File: src/design/rdlat_pkg.sv
// shared widths for the DDR read-return path
// latency setting, history depth, beat and AFI word widths, command length field
`default_nettype none

package rdlat_pkg;

	// width of the calibrated read latency setting
	// the setting is static during a read and is only changed while the path is idle
	localparam int MAX_LATENCY_COUNT_WIDTH = 5;

	// one history tap per possible latency value
	// tap k of the history marks a beat strobe issued k+1 cycles earlier
	localparam int LATENCY_NUM = 2 ** MAX_LATENCY_COUNT_WIDTH;

	// one memory beat on the DQ bus
	localparam int BEAT_WIDTH = 16;

	// half-rate AFI word, which carries two memory beats
	// the even beat sits in the low half and the odd beat in the high half
	localparam int AFI_WIDTH = 2 * BEAT_WIDTH;

	// command length field, a value n requests n+1 AFI words
	// so a command always covers an even number of beats, 2(n+1) in total
	localparam int LEN_WIDTH = 2;

endpackage

`default_nettype wire

File: src/design/rd_burst_decode.sv
// read command burst decoder
// turns each command into one registered strobe per memory beat,
// reports the busy level and keeps the strobe history for the latency select
`timescale 1ns/1ps
`default_nettype none

module rd_burst_decode
(
	input  wire                                pll_afi_clk,
	input  wire                                reset_n,
	input  wire                                cmd_valid,
	input  wire [rdlat_pkg::LEN_WIDTH-1:0]     cmd_len,
	output logic                               cmd_busy,
	output logic [rdlat_pkg::LATENCY_NUM-1:0]  latency_shifter
);

	// the counter holds the beats still to issue after the current strobe
	// a command of length n needs 2(n+1) strobes, so one strobe goes out with the load
	// and 2n+1 remain, which is {cmd_len, 1'b1} and never exceeds 7 for a 2-bit length
	logic [rdlat_pkg::LEN_WIDTH:0] beats_left;

	// registered beat strobe, high once per beat from the cycle after cmd_valid
	logic beat_strobe;

	// beat counter and strobe
	always_ff @(posedge pll_afi_clk or negedge reset_n)
	begin
		if (!reset_n)
		begin
			beats_left  <= '0;
			beat_strobe <= 1'b0;
		end
		else if (cmd_valid)
		begin
			// first beat goes out on the next cycle and the rest follow back to back
			beats_left  <= {cmd_len, 1'b1};
			beat_strobe <= 1'b1;
		end
		else if (beats_left != '0)
		begin
			beats_left  <= beats_left - 1'b1;
			beat_strobe <= 1'b1;
		end
		else
		begin
			beat_strobe <= 1'b0;
		end
	end

	// busy drops in the cycle that carries the last strobe of the burst,
	// so a new command may be accepted there and its beats continue without a gap
	assign cmd_busy = (beats_left != '0);

	// strobe history
	always_ff @(posedge pll_afi_clk or negedge reset_n)
	begin
		if (!reset_n)
		begin
			latency_shifter <= '0;
		end
		else
		begin
			// bit 0 takes the registered strobe, so bit k is k+1 cycles old
			// several commands may sit in the history at once when latency is long
			latency_shifter <= {latency_shifter[rdlat_pkg::LATENCY_NUM-2:0], beat_strobe};
		end
	end

	// the controller only issues a command while the previous burst is done
	// a command during busy would reload the counter and drop beats of the open burst
	a_no_cmd_while_busy : assert property (
		@(posedge pll_afi_clk) disable iff (!reset_n)
		cmd_valid |-> !cmd_busy
	) else $error("cmd_valid seen while cmd_busy is high");

endmodule

`default_nettype wire

File: src/design/read_valid_selector.sv
// read valid selector
// decodes the calibrated latency to a one-hot tap select and raises
// read_enable and read_valid when a beat strobe reaches the selected tap
`timescale 1ns/1ps
`default_nettype none

module read_valid_selector
(
	input  wire                                          pll_afi_clk,
	input  wire                                          reset_n,
	input  wire [rdlat_pkg::LATENCY_NUM-1:0]             latency_shifter,
	input  wire [rdlat_pkg::MAX_LATENCY_COUNT_WIDTH-1:0] latency_counter,
	output logic                                         read_enable,
	output logic                                         read_valid
);

	// one-hot decode of the latency setting, and its registered copy
	logic [rdlat_pkg::LATENCY_NUM-1:0] selector;
	logic [rdlat_pkg::LATENCY_NUM-1:0] selector_reg;

	// history bits that line up with the selected tap
	logic [rdlat_pkg::LATENCY_NUM-1:0] valid_select;

	// latency decode, exactly one bit set for every setting
	always_comb
	begin
		selector = '0;
		for (int i = 0; i < rdlat_pkg::LATENCY_NUM; i++)
		begin
			if (latency_counter == i[rdlat_pkg::MAX_LATENCY_COUNT_WIDTH-1:0])
				selector[i] = 1'b1;
		end
	end

	// the setting is a slow level, registering it keeps the decode off the data timing
	// this is why one idle cycle has to pass after a latency change
	always_ff @(posedge pll_afi_clk or negedge reset_n)
	begin
		if (!reset_n)
			selector_reg <= '0;
		else
			selector_reg <= selector;
	end

	assign valid_select = selector_reg & latency_shifter;

	// a strobe at cycle s sits in tap c at s+c+1 and shows here at s+c+2
	always_ff @(posedge pll_afi_clk or negedge reset_n)
	begin
		if (!reset_n)
		begin
			read_enable <= 1'b0;
			read_valid  <= 1'b0;
		end
		else
		begin
			read_enable <= |valid_select;
			read_valid  <= |valid_select;
		end
	end

	// after the first clock out of reset the select always names exactly one tap
	a_selector_onehot : assert property (
		@(posedge pll_afi_clk) disable iff (!reset_n)
		$past(reset_n) |-> $onehot(selector_reg)
	) else $error("latency selector is not one-hot");

	a_enable_eq_valid : assert property (
		@(posedge pll_afi_clk) disable iff (!reset_n)
		read_enable == read_valid
	) else $error("read_enable and read_valid disagree");

endmodule

`default_nettype wire

File: src/design/rd_return_assembler.sv
// read return assembler
// captures returning beats on read_enable and packs each even/odd pair
// into one AFI word with a single-cycle valid
`timescale 1ns/1ps
`default_nettype none

module rd_return_assembler
(
	input  wire                               pll_afi_clk,
	input  wire                               reset_n,
	input  wire                               read_enable,
	input  wire [rdlat_pkg::BEAT_WIDTH-1:0]   rdata_in,
	output logic                              afi_rdata_valid,
	output logic [rdlat_pkg::AFI_WIDTH-1:0]   afi_rdata
);

	// low when the next beat is even, high when it is odd
	// every command has an even beat count, so parity realigns at each command
	logic beat_odd;

	// the even beat waits here until its odd partner arrives
	logic [rdlat_pkg::BEAT_WIDTH-1:0] hold_lo;

	// beat parity
	always_ff @(posedge pll_afi_clk or negedge reset_n)
	begin
		if (!reset_n)
			beat_odd <= 1'b0;
		else if (read_enable)
			beat_odd <= ~beat_odd;
	end

	// word valid follows the odd beat by one cycle
	always_ff @(posedge pll_afi_clk or negedge reset_n)
	begin
		if (!reset_n)
			afi_rdata_valid <= 1'b0;
		else
			afi_rdata_valid <= read_enable & beat_odd;
	end

	// data path
	always_ff @(posedge pll_afi_clk)
	begin
		// even beat goes to the holding register
		if (read_enable && !beat_odd)
			hold_lo <= rdata_in;

		// the odd beat completes the word with the low beat first
		// the word then stays on afi_rdata until the next pair is done
		if (read_enable && beat_odd)
			afi_rdata <= {rdata_in, hold_lo};
	end

	// words are at least two beats apart, so valid can never stay high
	a_valid_single_pulse : assert property (
		@(posedge pll_afi_clk) disable iff (!reset_n)
		afi_rdata_valid |=> !afi_rdata_valid
	) else $error("afi_rdata_valid high on consecutive cycles");

endmodule

`default_nettype wire

File: src/design/rdlat_top.sv
// top level of the DDR read-return path
// burst decoder, read valid selector and return assembler on plain ports
`timescale 1ns/1ps
`default_nettype none

module rdlat_top
(
	input  wire                                          pll_afi_clk,
	input  wire                                          reset_n,

	// read command from the controller
	input  wire                                          cmd_valid,
	input  wire [rdlat_pkg::LEN_WIDTH-1:0]               cmd_len,
	output wire                                          cmd_busy,

	// calibrated read latency, static while reads are outstanding
	input  wire [rdlat_pkg::MAX_LATENCY_COUNT_WIDTH-1:0] latency_counter,

	// beat data from the memory side, aligned to the internal read_enable
	input  wire [rdlat_pkg::BEAT_WIDTH-1:0]              rdata_in,

	// returned data toward the controller
	output wire                                          read_valid,
	output wire                                          afi_rdata_valid,
	output wire [rdlat_pkg::AFI_WIDTH-1:0]               afi_rdata
);

	// beat strobe history from the decoder
	wire [rdlat_pkg::LATENCY_NUM-1:0] latency_shifter;

	// beat capture strobe into the assembler
	wire read_enable;

	rd_burst_decode u_decode
	(
		.pll_afi_clk     (pll_afi_clk),
		.reset_n         (reset_n),
		.cmd_valid       (cmd_valid),
		.cmd_len         (cmd_len),
		.cmd_busy        (cmd_busy),
		.latency_shifter (latency_shifter)
	);

	read_valid_selector u_select
	(
		.pll_afi_clk     (pll_afi_clk),
		.reset_n         (reset_n),
		.latency_shifter (latency_shifter),
		.latency_counter (latency_counter),
		.read_enable     (read_enable),
		.read_valid      (read_valid)
	);

	rd_return_assembler u_assemble
	(
		.pll_afi_clk     (pll_afi_clk),
		.reset_n         (reset_n),
		.read_enable     (read_enable),
		.rdata_in        (rdata_in),
		.afi_rdata_valid (afi_rdata_valid),
		.afi_rdata       (afi_rdata)
	);

endmodule

`default_nettype wire

File: config.mk
export PLATFORM = sky130hd
export DESIGN_NAME = rdlat_top
export DESIGN_NICKNAME = d
export VERILOG_FILES = /design/src/design/rdlat_pkg.sv /design/src/design/rd_burst_decode.sv /design/src/design/read_valid_selector.sv /design/src/design/rd_return_assembler.sv /design/src/design/rdlat_top.sv
export SDC_FILE = /design/constraint.sdc
export NUM_CORES = 1
export LEC_CHECK = 0
export CAP_MARGIN = 20
export CORE_ASPECT_RATIO = 0.7
export CORE_MARGIN = 2
export CORE_UTILIZATION = 30
export DETAILED_ROUTE_END_ITERATION = 6
export DONT_BUFFER_PORTS = 1
export PLACE_DENSITY = 0.53
export RECOVER_POWER = 100
export SYNTH_ARGS = -nofsm -noshare
export SYNTH_HDL_FRONTEND = slang
export SYNTH_SLANG_ARGS = --single-unit
File: constraint.sdc
create_clock -name pll_afi_clk -period 1.5 [get_ports pll_afi_clk]
set_input_delay 0.225 -clock pll_afi_clk [delete_from_list [all_inputs] [get_ports pll_afi_clk]]
set_output_delay 0.225 -clock pll_afi_clk [all_outputs]
set_load 0.02 [all_outputs]
======== Word level (Yosys, flattened, before mapping) ========
Index checks and enable logic that the tools add are counted.
word-level totals
  register bits ........................... 119
  input port bits ......................... 26
  output and inout bits ................... 35
  word-level logic and storage cells ...... 87
operators by class
  $add $sub $neg .......................... 1
  eq/ne operators ......................... 31
  multiplexer cells ....................... 36
  bitwise gates (word level) .............. 3
  reduce and logical (&&, ||, !) cells .... 7
operators by type and width
  cell                                                                   number
  5-bit equality test, second input constant                             16
  5-bit by 4-bit equality test with 1-bit output, second input constant  8
  1-bit two-way mux                                                      34
  32-bit AND                                                             1
  32-bit OR reduction                                                    1
  5-bit by 3-bit equality test with 1-bit output, second input constant  4
  5-bit by 2-bit equality test with 1-bit output, second input constant  2
  3-bit two-way mux                                                      2
  5-bit by 1-bit equality test with 1-bit output, second input constant  1
  5-bit zero test                                                        1
  3-bit nonzero test                                                     1
  3-bit by 1-bit subtractor with 3-bit output, second input constant     1
  1-bit logical AND                                                      2
  2-bit nonzero test                                                     1
  1-bit AND                                                              1
  1-bit zero test                                                        1
  1-bit NOT                                                              1

======== Longest topological paths before layout ========
Gate-level depths: netlist of run 1.
  depth after elaboration ................. 3
  gate-level depth with buffers ........... 5
  depth with buffers taken out ............ 5

======== Hierarchy ========
Synthesis of run 1 repeated with hierarchy kept, for this count alone.
unflattened totals
  cells, all modules ...................... 206
  area total of the unflattened synthesis .. 3732.3 µm²
by module, submodules not included
  module               times used  cells an instance  area an instance (µm²)  sequential area each (µm²)
  rd_return_assembler  1           53                 1516.5                  1491.4
  read_valid_selector  1           103                1203.7                  825.8
  rd_burst_decode      1           50                 1012.2                  900.9

======== Worst setup path before layout of run 1 ========
Ideal clock, no wire load.
  kind .................................... register to register
  start ................................... register u_select.read_enable
  end ..................................... register u_assemble.afi_rdata[0] in the netlist's numbering, enable pin
  library setup time ...................... 393 ps
  arrival time ............................ 1331 ps
  data required time ...................... 1107 ps
  setup slack ............................. -224 ps
  stages on the path, launching flop included .. 2
  path buffers ............................ 0
  period minus slack after synthesis ...... 1724 ps
  cell sequence ........................... dfrtp_1 and2_1
on the way
  cells in the longest elaborated chain, start to end .. 1
ends and longest elaborated chain
  what                      line                       source
  start: declaration        read_valid_selector.sv:13  output logic read_enable,
  start signal: assignment  read_valid_selector.sv:57  read_enable <= |valid_select;
  1-bit logical AND         rd_return_assembler.sv:51  if (read_enable && beat_odd)
  end signal: assignment    rd_return_assembler.sv:52  afi_rdata <= {rdata_in, hold_lo};
  end: declaration          rd_return_assembler.sv:14  output logic [rdlat_pkg::AFI_WIDTH-1:0] afi_rdata
No other way between the ends.
A chain may end at the register's enable or synchronous reset.

======== Worst setup path in the final report of run 1 ========
  start ................................... register u_decode.beats_left[0] in the netlist's numbering
  end ..................................... output port cmd_busy
on the way
  cells in the longest elaborated chain, start to end .. 1
ends and longest elaborated chain
  what                      line                   source
  start: declaration        rd_burst_decode.sv:20  logic [rdlat_pkg::LEN_WIDTH:0] beats_left;
  start signal: assignment  rd_burst_decode.sv:36  beats_left <= {cmd_len, 1'b1};
  start signal: assignment  rd_burst_decode.sv:41  beats_left <= beats_left - 1'b1;
  3-bit nonzero test        rd_burst_decode.sv:52  assign cmd_busy = (beats_left != '0);
  end: declaration          rdlat_top.sv:14        output wire cmd_busy,
No other way between the ends.

==> results.json, run 1 <==
{
  "cts_hold_buf": 19,
  "synth_seq_area_share_pct": 86.6,
  "cts_tree": "built",
  "gp_congestion": 0.790,
  "io_pins": 61,
  "vias": 1815,
  "synth_top_area_cell": "dfrtp_1",
  "grt_max_degree": 72,
  "ys_warn_count": 0,
  "place_hpwl_microns": 4490,
  "synth_top_area_share_pct": 47.8,
  "outcome": "finished with violations",
  "synth_edf_count": 48,
  "grt-ovfl-total": 0,
  "final.setup_skew_ns": 0.00664,
  "ctsHtreeMaxLevel": 4,
  "grt_util_met3_pct": 5.84,
  "avgViaCountPerCell": 4.33,
  "path_clk_slew_ns": 0.05,
  "crit_family": "flip-flops",
  "rr_worst_depth": 3,
  "synth_top_family_by_area": "simple AND/OR/NAND/NOR gates",
  "critical_path_class": "reg2out",
  "num_rows": 33,
  "initial_core_util_pct": 31.2,
  "numPortBuffers": 0,
  "avgRoutedWirePerCell_microns": 16.6,
  "chipWidth_microns": 137,
  "firstDrtPassIters": 4,
  "fin_crit_ns": 1.43,
  "final_nets": 277,
  "final-setup-viol-count": 0,
  "synth_area_per_cell_sq_um": 18.0,
  "netlist_area_sq_um": 3720,
  "ys_ff_latch": 119,
  "crit_arrival_ns": 1.21,
  "worst-path-stages": 4,
  "drc": 0,
  "required_ns": 1.27,
  "worst-path-buf-inv": 2,
  "num_antenna_cells": 0,
  "die_area_sq_um": 13300,
  "pwr-share-seq_pct": 48.4,
  "synthTopCellsByArea": "dfrtp_1, edfxtp_1, nor2_1",
  "setup_ws_ns": 0.0662,
  "critical-path-slowest-cell": "dfrtp_1",
  "synth.area.mux_share_pct": 0.572,
  "dieHeight_microns": 97.1,
  "synth-xor-area-share_pct": 0.471,
  "min_path_type": "in2async",
  "first_global_vias": 1922,
  "cts_root_buf": "clkbuf_16",
  "hold_viol": 71,
  "max_freq_ghz": 0.697,
  "synth-compound-area-share_pct": 3.64,
  "drt_iter0_markers": 141,
  "failed_checks": "hold timing",
  "areaGrowthSynthToFinish_pct": 29.6,
  "dp_slack_ns": 0.128,
  "synthArstFlopShare_pct": 59.7,
  "synth-simple-area-share_pct": 7.44,
  "timing.final.crit_share_pct": 95.6,
  "start_kind": "flip-flop",
  "antenna_found_initial": 0,
  "cts_buffer_depth": 2,
  "cp_max_fo": 2,
  "vdd_drop_max_v": 0.000897,
  "drtAntennaViolNets": 0,
  "cp-end-kind": "output pin",
  "synth_most_common_cell": "dfrtp_1",
  "cap_violations": 0,
  "slew_headroom_pct": 63.4,
  "final_layout_size_suffix_gt1_share_pct": 17.9,
  "p_int_mw": 7.18,
  "grt_util_met2_pct": 15.2,
  "p_sw_mw": 2.28,
  "cts_buffers": 17,
  "finalWirelength_microns": 6970,
  "syn-num-nets": 234,
  "synth_ff_type": "dfrtp_1",
  "top_usage_layer": "met1",
  "synth-adder-area-share_pct": 0.673,
  "synthCells": 206,
  "grt_pass1_wl_microns": 10900,
  "path_cells": "inv_2 > ha_4 > nand2b_4 > buf_6",
  "crit_path_max_incr_delay_ns": 0.38,
  "p_clk_share_pct": 45.3,
  "tightest_slew_ns": 0.549,
  "leakage_nw": 1.87,
  "power_switching_share_pct": 24.1,
  "yosysUniqueCellTypes": 26,
  "combPwrFrac_pct": 6.3,
  "grtUsageMet1_pct": 16.1,
  "clock-sinks": 119,
  "coreArea_sq_um": 11900,
  "clk-insertion-delay-late_ns": 0.40,
  "synth_commonest_cells": "dfrtp_1, edfxtp_1, nor2_1",
  "finalMaxSlewViolations": 0,
  "pwr_density_cell_nw_per_um2": 1970,
  "worst_hold_slack_ns": -0.483,
  "gr-usage-all-layers_pct": 11.5
}
per-layer routing:
| metal | vias up | part of all wire [%] |
|---|---|---|
| li1 | 819 | - |
| met3 | 4 | 6.2 |
| met4 | 0 | 0.40 |
| met2 | 50 | 45 |
| met1 | 942 | 48 |
| met5 | - | 0 |
kinds of logic (layout without fill, tap and decap cells):
logic type	after synthesis	after routing
flip-flops	119	119
XOR/XNOR	2	2
multiplexers	2	2
buffers and inverters	6	62
AND/OR/NAND/NOR	57	57
adder cells (fa/ha/maj)	2	2
AO/OA/AOI/OAI	18	18
final cells by class:
| class | instances | area (sq um) |
|---|---|---|
| fillers | 1074 | 7080 |
| clock buffers | 22 | 507 |
| repair buffers | 27 | 249 |
| inverters | 3 | 11.3 |
| multi-input cells | 81 | 497 |
| clock inverters | 10 | 136 |
| well taps | 157 | 196 |
| flip-flops and latches | 119 | 3220 |
power by group through the flow:
stage | clock [mW] | sequential, mW | combinational, mW
final | 4.29 | 4.58 | 0.598
after global routing | 4.55 | 4.63 | 0.692
after CTS | 4.38 | 4.59 | 0.604
after detailed placement | 0 | 4.64 | 0.513
after global placement | 0 | 4.63 | 0.501
after floorplan | 0 | 4.56 | 0.318
worst reg2reg max path, cell delays in order (launching register included):
cell and delay (ns):
dfrtp_1 0.40, a22oi_1 0.22, nand4_1 0.15, or4_1 0.53
layout by cell type, fill, tap and decap left out, drive strengths merged, types with 2 or more instances in the layout:
cell type / count
inv: 5
bufinv: 3
or3b: 2
nand2: 3
clkinvlp: 2
buf: 6
ha: 2
nand4: 4
clkinv: 3
or2: 2
clkbuf: 24
nor2: 33
nand2b: 4
edfxtp: 48
nand3b: 3
dlygate4sd3: 19
dfrtp: 71
a22oi: 16
per-stage QoR:
stage | instances | power (mW) | cell area, sq um | util (%) | setup TNS [ns]
4_1_cts | 418 | 9.57 | 4800 | 40.4 | 0
3_3_place_gp | 365 | 5.13 | 3940 | 33.2 | 0
5_1_grt | 419 | 9.88 | 4810 | 40.5 | -0.0117
3_5_place_dp | 365 | 5.16 | 3940 | 33.2 | 0
2_1_floorplan | 206 | 4.88 | 3720 | - | 0
6_report | 419 | 9.46 | 4810 | 40.5 | 0
path summary, 6_finish.rpt:
path | slack [ns] | start | to
worst min register to register | 0.35 | u_decode.beat_strobe | u_decode.latency_shifter[0]
worst min-delay path | -0.48 | reset_n | u_decode.beats_left[0]
worst max-delay path | 0.07 | u_decode.beats_left[0] | cmd_busy
min in group pll_afi_clk | 0.05 | latency_counter[0] | u_select.selector_reg[5]
max in group asynchronous | 1.87 | reset_n | u_decode.latency_shifter[31]
worst max register to register | 0.07 | u_decode.latency_shifter[3] | u_select.read_enable
timing repair:
| item | CTS | global route |
|---|---|---|
| hold endpoints to repair | 107 | 71 |
| buffers inserted | 2 | 1 |
| endpoints found under the setup margin | 1 | 1 |
| gates cloned | 0 | 0 |
| gates resized for setup | 5 | 1 |
Note: power is estimated with default switching activity, not from simulation.
==> run 2: changes to the inputs <==
- BUFFER_PORTS_ARGS: default -> -buffer_cell sky130_fd_sc_hd__buf_2
- CELL_PAD_IN_SITES_DETAIL_PLACEMENT: default -> 1
- CELL_PAD_IN_SITES_GLOBAL_PLACEMENT: default -> 1
- DONT_BUFFER_PORTS: 1 -> default
- PLACE_DENSITY: 0.53 -> 0.64
- SYNTH_HIERARCHICAL: default -> 1
==> run 2 against run 1 <==
  * Largest power group unchanged
  * Die area is 0.42% higher
  * Area after synthesis grew 0.44%
  * Clock power fell by 8.9%
  * Flip-flop and latch count unchanged
  * The flow now finishes without violations
  * Cell area is 2.1% higher
==> results.json, run 2 <==
{
  "cts_buffers": 17,
  "drc": 0,
  "r2r_end": "u_select/read_valid",
  "slew_headroom_pct": 63.4,
  "drt_iter0_markers": 127,
  "synth_commonest_cells": "dfrtp_1, edfxtp_1, nor2_1",
  "timing.final.crit_share_pct": 97.2,
  "pwr-share-seq_pct": 45.6,
  "final_common_cell": "dfrtp_1",
  "grt_max_degree": 29,
  "yosysUniqueCellTypes": 27,
  "dieHeight_microns": 97.3,
  "wl_met3_microns": 379,
  "p_int_mw": 6.97,
  "final_layout_size_suffix_gt1_share_pct": 18.1,
  "drtAntennaViolNets": 0,
  "synth_edf_count": 48,
  "numPortBuffers": 60,
  "place_hpwl_microns": 5170,
  "die_area_sq_um": 13400,
  "gp_congestion": 0.755,
  "first_global_vias": 2232,
  "path_clk_slew_ns": 0.05,
  "firstDrtPassIters": 5,
  "path_cells": "a22oi_1 > nand4_1 > or4_1",
  "critical_path_class": "reg2reg",
  "synthTopCellsByArea": "dfrtp_1, edfxtp_1, nor2_1",
  "areaGrowthSynthToFinish_pct": 31.7,
  "antenna_found_initial": 0,
  "cts_root_buf": "clkbuf_16",
  "dr_wl_met2_microns": 3780,
  "start_kind": "flip-flop",
  "hold_depth": 1,
  "holdPathEnd": "u_assemble/hold_lo[7]",
  "ys_ff_latch": 119,
  "grt-ovfl-total": 0,
  "synth_top_area_share_pct": 47.6,
  "num_rows": 34,
  "synth_seq_area_share_pct": 86.2,
  "gr-usage-all-layers_pct": 13.1,
  "final.setup_skew_ns": 0.00697,
  "synth_area_per_cell_sq_um": 18.1,
  "pwr_density_cell_nw_per_um2": 1880,
  "rr_worst_depth": 3,
  "crit_arrival_ns": 1.71,
  "synthArstFlopShare_pct": 59.7,
  "p_clk_share_pct": 42.2,
  "holdCritStartpoint": "rdata_in[7]",
  "vdd_drop_max_v": 0.000944,
  "fin_crit_ns": 1.46,
  "wirelength_met1_microns": 3620,
  "final-setup-viol-count": 0,
  "finalWirelength_microns": 7880,
  "routed.top_layer": "met4",
  "p_sw_mw": 2.28,
  "r2r-start": "u_decode/latency_shifter[17]",
  "final_cell_mix": "dfrtp_1, clkbuf_1, edfxtp_1",
  "grt_pass1_wl_microns": 12500,
  "power_switching_share_pct": 24.6,
  "cts_tree": "built",
  "synthCells": 206,
  "avgRoutedWirePerCell_microns": 16.7,
  "initial_core_util_pct": 30.4,
  "vias": 2003,
  "leakage_nw": 1.90,
  "regToRegSetupSlack_ns": 0.04,
  "netlist_area_sq_um": 3730,
  "final_nets": 326,
  "fin_util_pct": 40.0,
  "num_antenna_cells": 0,
  "syn-num-nets": 234,
  "required_ns": 1.75,
  "max_freq_ghz": 0.686,
  "cp-end-kind": "flip-flop",
  "finalMaxSlewViolations": 0,
  "combPwrFrac_pct": 12.2,
  "cts_buffer_depth": 2,
  "cp_max_fo": 2,
  "avgViaCountPerCell": 4.24,
  "clk-insertion-delay-late_ns": 0.40,
  "cp-startpoint": "u_decode/latency_shifter[17]",
  "coreArea_sq_um": 12300,
  "rsz0062_at_grt": "false",
  "io_pins": 61,
  "chipWidth_microns": 137,
  "min_path_type": "in2reg",
  "ys_warn_count": 6,
  "setup_tns_ns": 0,
  "outcome": "completed",
  "synth_top_area_cell": "dfrtp_1",
  "synth_most_common_cell": "dfrtp_1",
  "hold_viol": 0,
  "synth_ff_type": "dfrtp_1",
  "cap_violations": 0,
  "critical-path-slowest-cell": "or4_1",
  "crit_path_max_incr_delay_ns": 0.53,
  "tightest_slew_ns": 0.549,
  "clock-sinks": 119,
  "ctsHtreeMaxLevel": 4
}
-- run 2: cell count changes in the layout (fill, tap and decap cells not counted), moves of 4 or more --
cell           change
buf_2              +8
clkbuf_1          +55
clkbuf_8           +4
dlygate4sd3_1     -11
-- run 2: per-layer routing --
metal	vias up	global-route usage (%)
li1	919	-
met1	1025	17.6
met2	49	19.0
met3	10	4.49
met4	0	6.19
met5	-	0
-- run 2: final cells by class --
class / count / area [sq um]
inverters: 2 / 7.51
repair buffers: 77 / 385
clock buffers: 29 / 552
flip-flops and latches: 119 / 3220
fillers: 1250 / 7380
well taps: 162 / 203
multi-input cells: 81 / 514
clock inverters: 2 / 35.0
-- run 2: worst max-delay path: cells and delay by family, from the launching register on --
kind / cells / cell delay [ns]
simple gates: 2 / 0.70
flops: 1 / 0.37
compound gates: 1 / 0.24
-- run 2: kinds of logic (layout without fill, tap and decap cells) --
family | count (synthesis) | after routing | synth area share (%)
multiplexers | 3 | 3 | 0.838
adder cells (fa/ha/maj) | 2 | 2 | 0.670
XOR/XNOR | 2 | 2 | 0.469
AO/OA/AOI/OAI | 17 | 17 | 3.49
flip-flops | 119 | 119 | 86.2
AND/OR/NAND/NOR | 57 | 57 | 7.61
buffers and inverters | 6 | 110 | 0.704
-- run 2: worst max-delay path by stage --
stage,slack [ns],endpoint,depth (start not counted)
finish,0.04,u_select/read_valid,3
global route,0.003,cmd_busy,4
CTS,0.006,cmd_busy,4
detailed placement,0.05,u_select/read_valid,3
global placement,0.09,u_select/read_valid,3
floorplan,0.25,u_assemble/afi_rdata[0],1
-- run 2: stage by stage --
step | worst slack (ns) | std cells | power, mW | hold WS (ns) | area, sq um
final | 0.0423 | 472 | 9.25 | 0.0328 | 4910
after global routing | 0.00283 | 472 | 9.69 | 0.0332 | 4910
after CTS | 0.00569 | 468 | 9.53 | 0.00113 | 4980
after detailed placement | 0.0468 | 429 | 5.51 | 0.232 | 4300
after global placement | 0.0895 | 429 | 5.47 | 0.226 | 4300
after floorplan | 0.253 | 206 | 4.88 | -0.0706 | 3730
-- run 2: power groups by stage --
| stage | sequential, mW | clock (mW) | combinational, mW |
|---|---|---|---|
| floorplan | 4.54 | 0 | 0.342 |
| global placement | 4.24 | 0 | 1.23 |
| detailed placement | 4.26 | 0 | 1.25 |
| CTS | 4.21 | 4.00 | 1.32 |
| global route | 4.26 | 4.18 | 1.25 |
| finish | 4.22 | 3.91 | 1.13 |
-- run 2: what timing repair did --
item / CTS / global route
endpoints found under the hold margin: 27 / 3
buffers inserted: 2 / 2
endpoints found under the setup margin: 1 / 2
gates resized for setup: 5 / 4
hold buffers: 6 / 2
pin swaps: 0 / 1
==> run 3: changes to the inputs <==
- SYNTH_HIERARCHICAL: 1 -> default
==> run 3 against run 2 <==
  * Wire length grew 1.0%
  * Setup slack got worse by 0.027 ns
  * Cell count unchanged
  * Largest cell class unchanged
  * Critical endpoint is now u_select.read_enable
  * Cell area increased by 1.2%
  * Core utilization rose by 1.8 points
  * Clock skew down 0.0013 ns
  * Sequential share of layout area decreased by 0.76 points
  * Power increased by 3.1%
  * Clock power is 5.6% higher
==> results.json, run 3 (synthesis results as in run 1) <==
{
  "path_clk_slew_ns": 0.05,
  "finalWirelength_microns": 7960,
  "areaGrowthSynthToFinish_pct": 33.8,
  "clk-insertion-delay-late_ns": 0.40,
  "start_kind": "flip-flop",
  "final_cell_count_no_fill": 472,
  "drtAntennaViolNets": 0,
  "outcome": "completed",
  "cp-end-kind": "flip-flop",
  "setup_tns_ns": 0,
  "antenna_found_initial": 0,
  "final-setup-viol-count": 0,
  "final_nets": 330,
  "cts_buffers": 17,
  "avgViaCountPerCell": 4.28,
  "fin_crit_ns": 1.48,
  "leakage_nw": 1.93,
  "crit_arrival_ns": 1.76,
  "power.total_mw": 9.53,
  "final.setup_skew_ns": 0.00571,
  "slew_headroom_pct": 43.8,
  "vias": 2021,
  "ctsHtreeMaxLevel": 4,
  "grt_pass1_wl_microns": 12500,
  "finalMaxSlewViolations": 0,
  "cts_buffer_depth": 2,
  "dieHeight_microns": 97.1,
  "cts_root_buf": "clkbuf_16",
  "min_path_type": "in2reg",
  "avgRoutedWirePerCell_microns": 16.9,
  "place_hpwl_microns": 5120,
  "dp_cells": 425,
  "final_common_cell": "dfrtp_1",
  "die_area_sq_um": 13300,
  "tightest_slew_ns": 0.843,
  "timing.final.crit_share_pct": 99.0,
  "firstDrtPassIters": 4,
  "initial_core_util_pct": 31.2,
  "cts_tree": "built",
  "final_cell_mix": "dfrtp_1, clkbuf_1, edfxtp_1",
  "final_layout_size_suffix_gt1_share_pct": 17.1,
  "grt-ovfl-total": 0,
  "clock-sinks": 119,
  "gr-usage-all-layers_pct": 13.3,
  "num_rows": 33,
  "coreArea_sq_um": 11900,
  "max_freq_ghz": 0.673,
  "io_pins": 61,
  "cp_max_fo": 2,
  "hold_viol": 0,
  "vdd_drop_max_v": 0.000748,
  "fin_util_pct": 41.8,
  "drt_iter0_markers": 170,
  "pwr_density_cell_nw_per_um2": 1920,
  "gp_congestion": 0.809,
  "regToRegSetupSlack_ns": 0.02,
  "drc": 0,
  "first_global_vias": 2201,
  "num_antenna_cells": 0,
  "grt_max_degree": 40,
  "numPortBuffers": 60,
  "required_ns": 1.78,
  "cap_violations": 0,
  "critical_path_class": "reg2reg",
  "chipWidth_microns": 137
}
[run 3: final timing paths]
| path | startpoint | to | cells after the start |
|---|---|---|---|
| setup / recovery | u_decode.latency_shifter[3] | u_select.read_enable | 3 |
| hold / removal | rdata_in[2] | u_assemble.afi_rdata[18] | 1 |
| setup reg to reg | u_decode.latency_shifter[3] | u_select.read_enable | 3 |
| hold reg to reg | u_decode.beat_strobe | u_decode.latency_shifter[0] | 0 |
| max in group asynchronous | reset_n | u_decode.latency_shifter[31] | 3 |
| min in group asynchronous | reset_n | u_select.selector_reg[18] | 2 |
[run 3: layer usage]
layer | GRT usage, % | vias up | share of wire (%)
li1 | - | 926 | -
met1 | 17.1 | 1040 | 46
met2 | 19.4 | 45 | 48
met3 | 5.79 | 10 | 4.8
met4 | 5.87 | 0 | 1.5
met5 | 0 | - | 0
[run 3: timing repair]
action	CTS	global route
gates cloned	0	0
setup buffers	2	0
hold endpoints to repair	16	17
hold buffers	4	9
resized for setup	5	2
endpoints found under the setup margin	1	1
[run 3: cell type report]
type | instances | area, sq um
flip-flops and latches | 119 | 3220
multi-input cells | 81 | 497
well taps | 157 | 196
inverters | 3 | 11.3
repair buffers | 80 | 440
clock inverters | 15 | 184
fillers | 1227 | 6920
clock buffers | 17 | 425
[run 3: through the flow]
stage / hold WS, ns / area [sq um] / worst slack (ns)
2_1_floorplan: -0.0706 / 3720 / 0.106
3_3_place_gp: 0.152 / 4270 / 0.0623
3_5_place_dp: 0.160 / 4270 / 0.0881
4_1_cts: 0.00122 / 4940 / 0.00145
5_1_grt: 0.00344 / 4970 / -0.00900
6_report: 0.0142 / 4970 / 0.0151
[run 3: where the power goes]
group          switching, mW  internal [mW]
Combinational          0.827          0.341
Sequential             0.190           4.04
Clock                   1.38           2.75
Total                   2.40           7.13
[run 3: critical path: stages (launching register included)]
cell and delay [ns]:
dfrtp_1 0.42, a22oi_1 0.27, nand4_1 0.13, or4_1 0.52
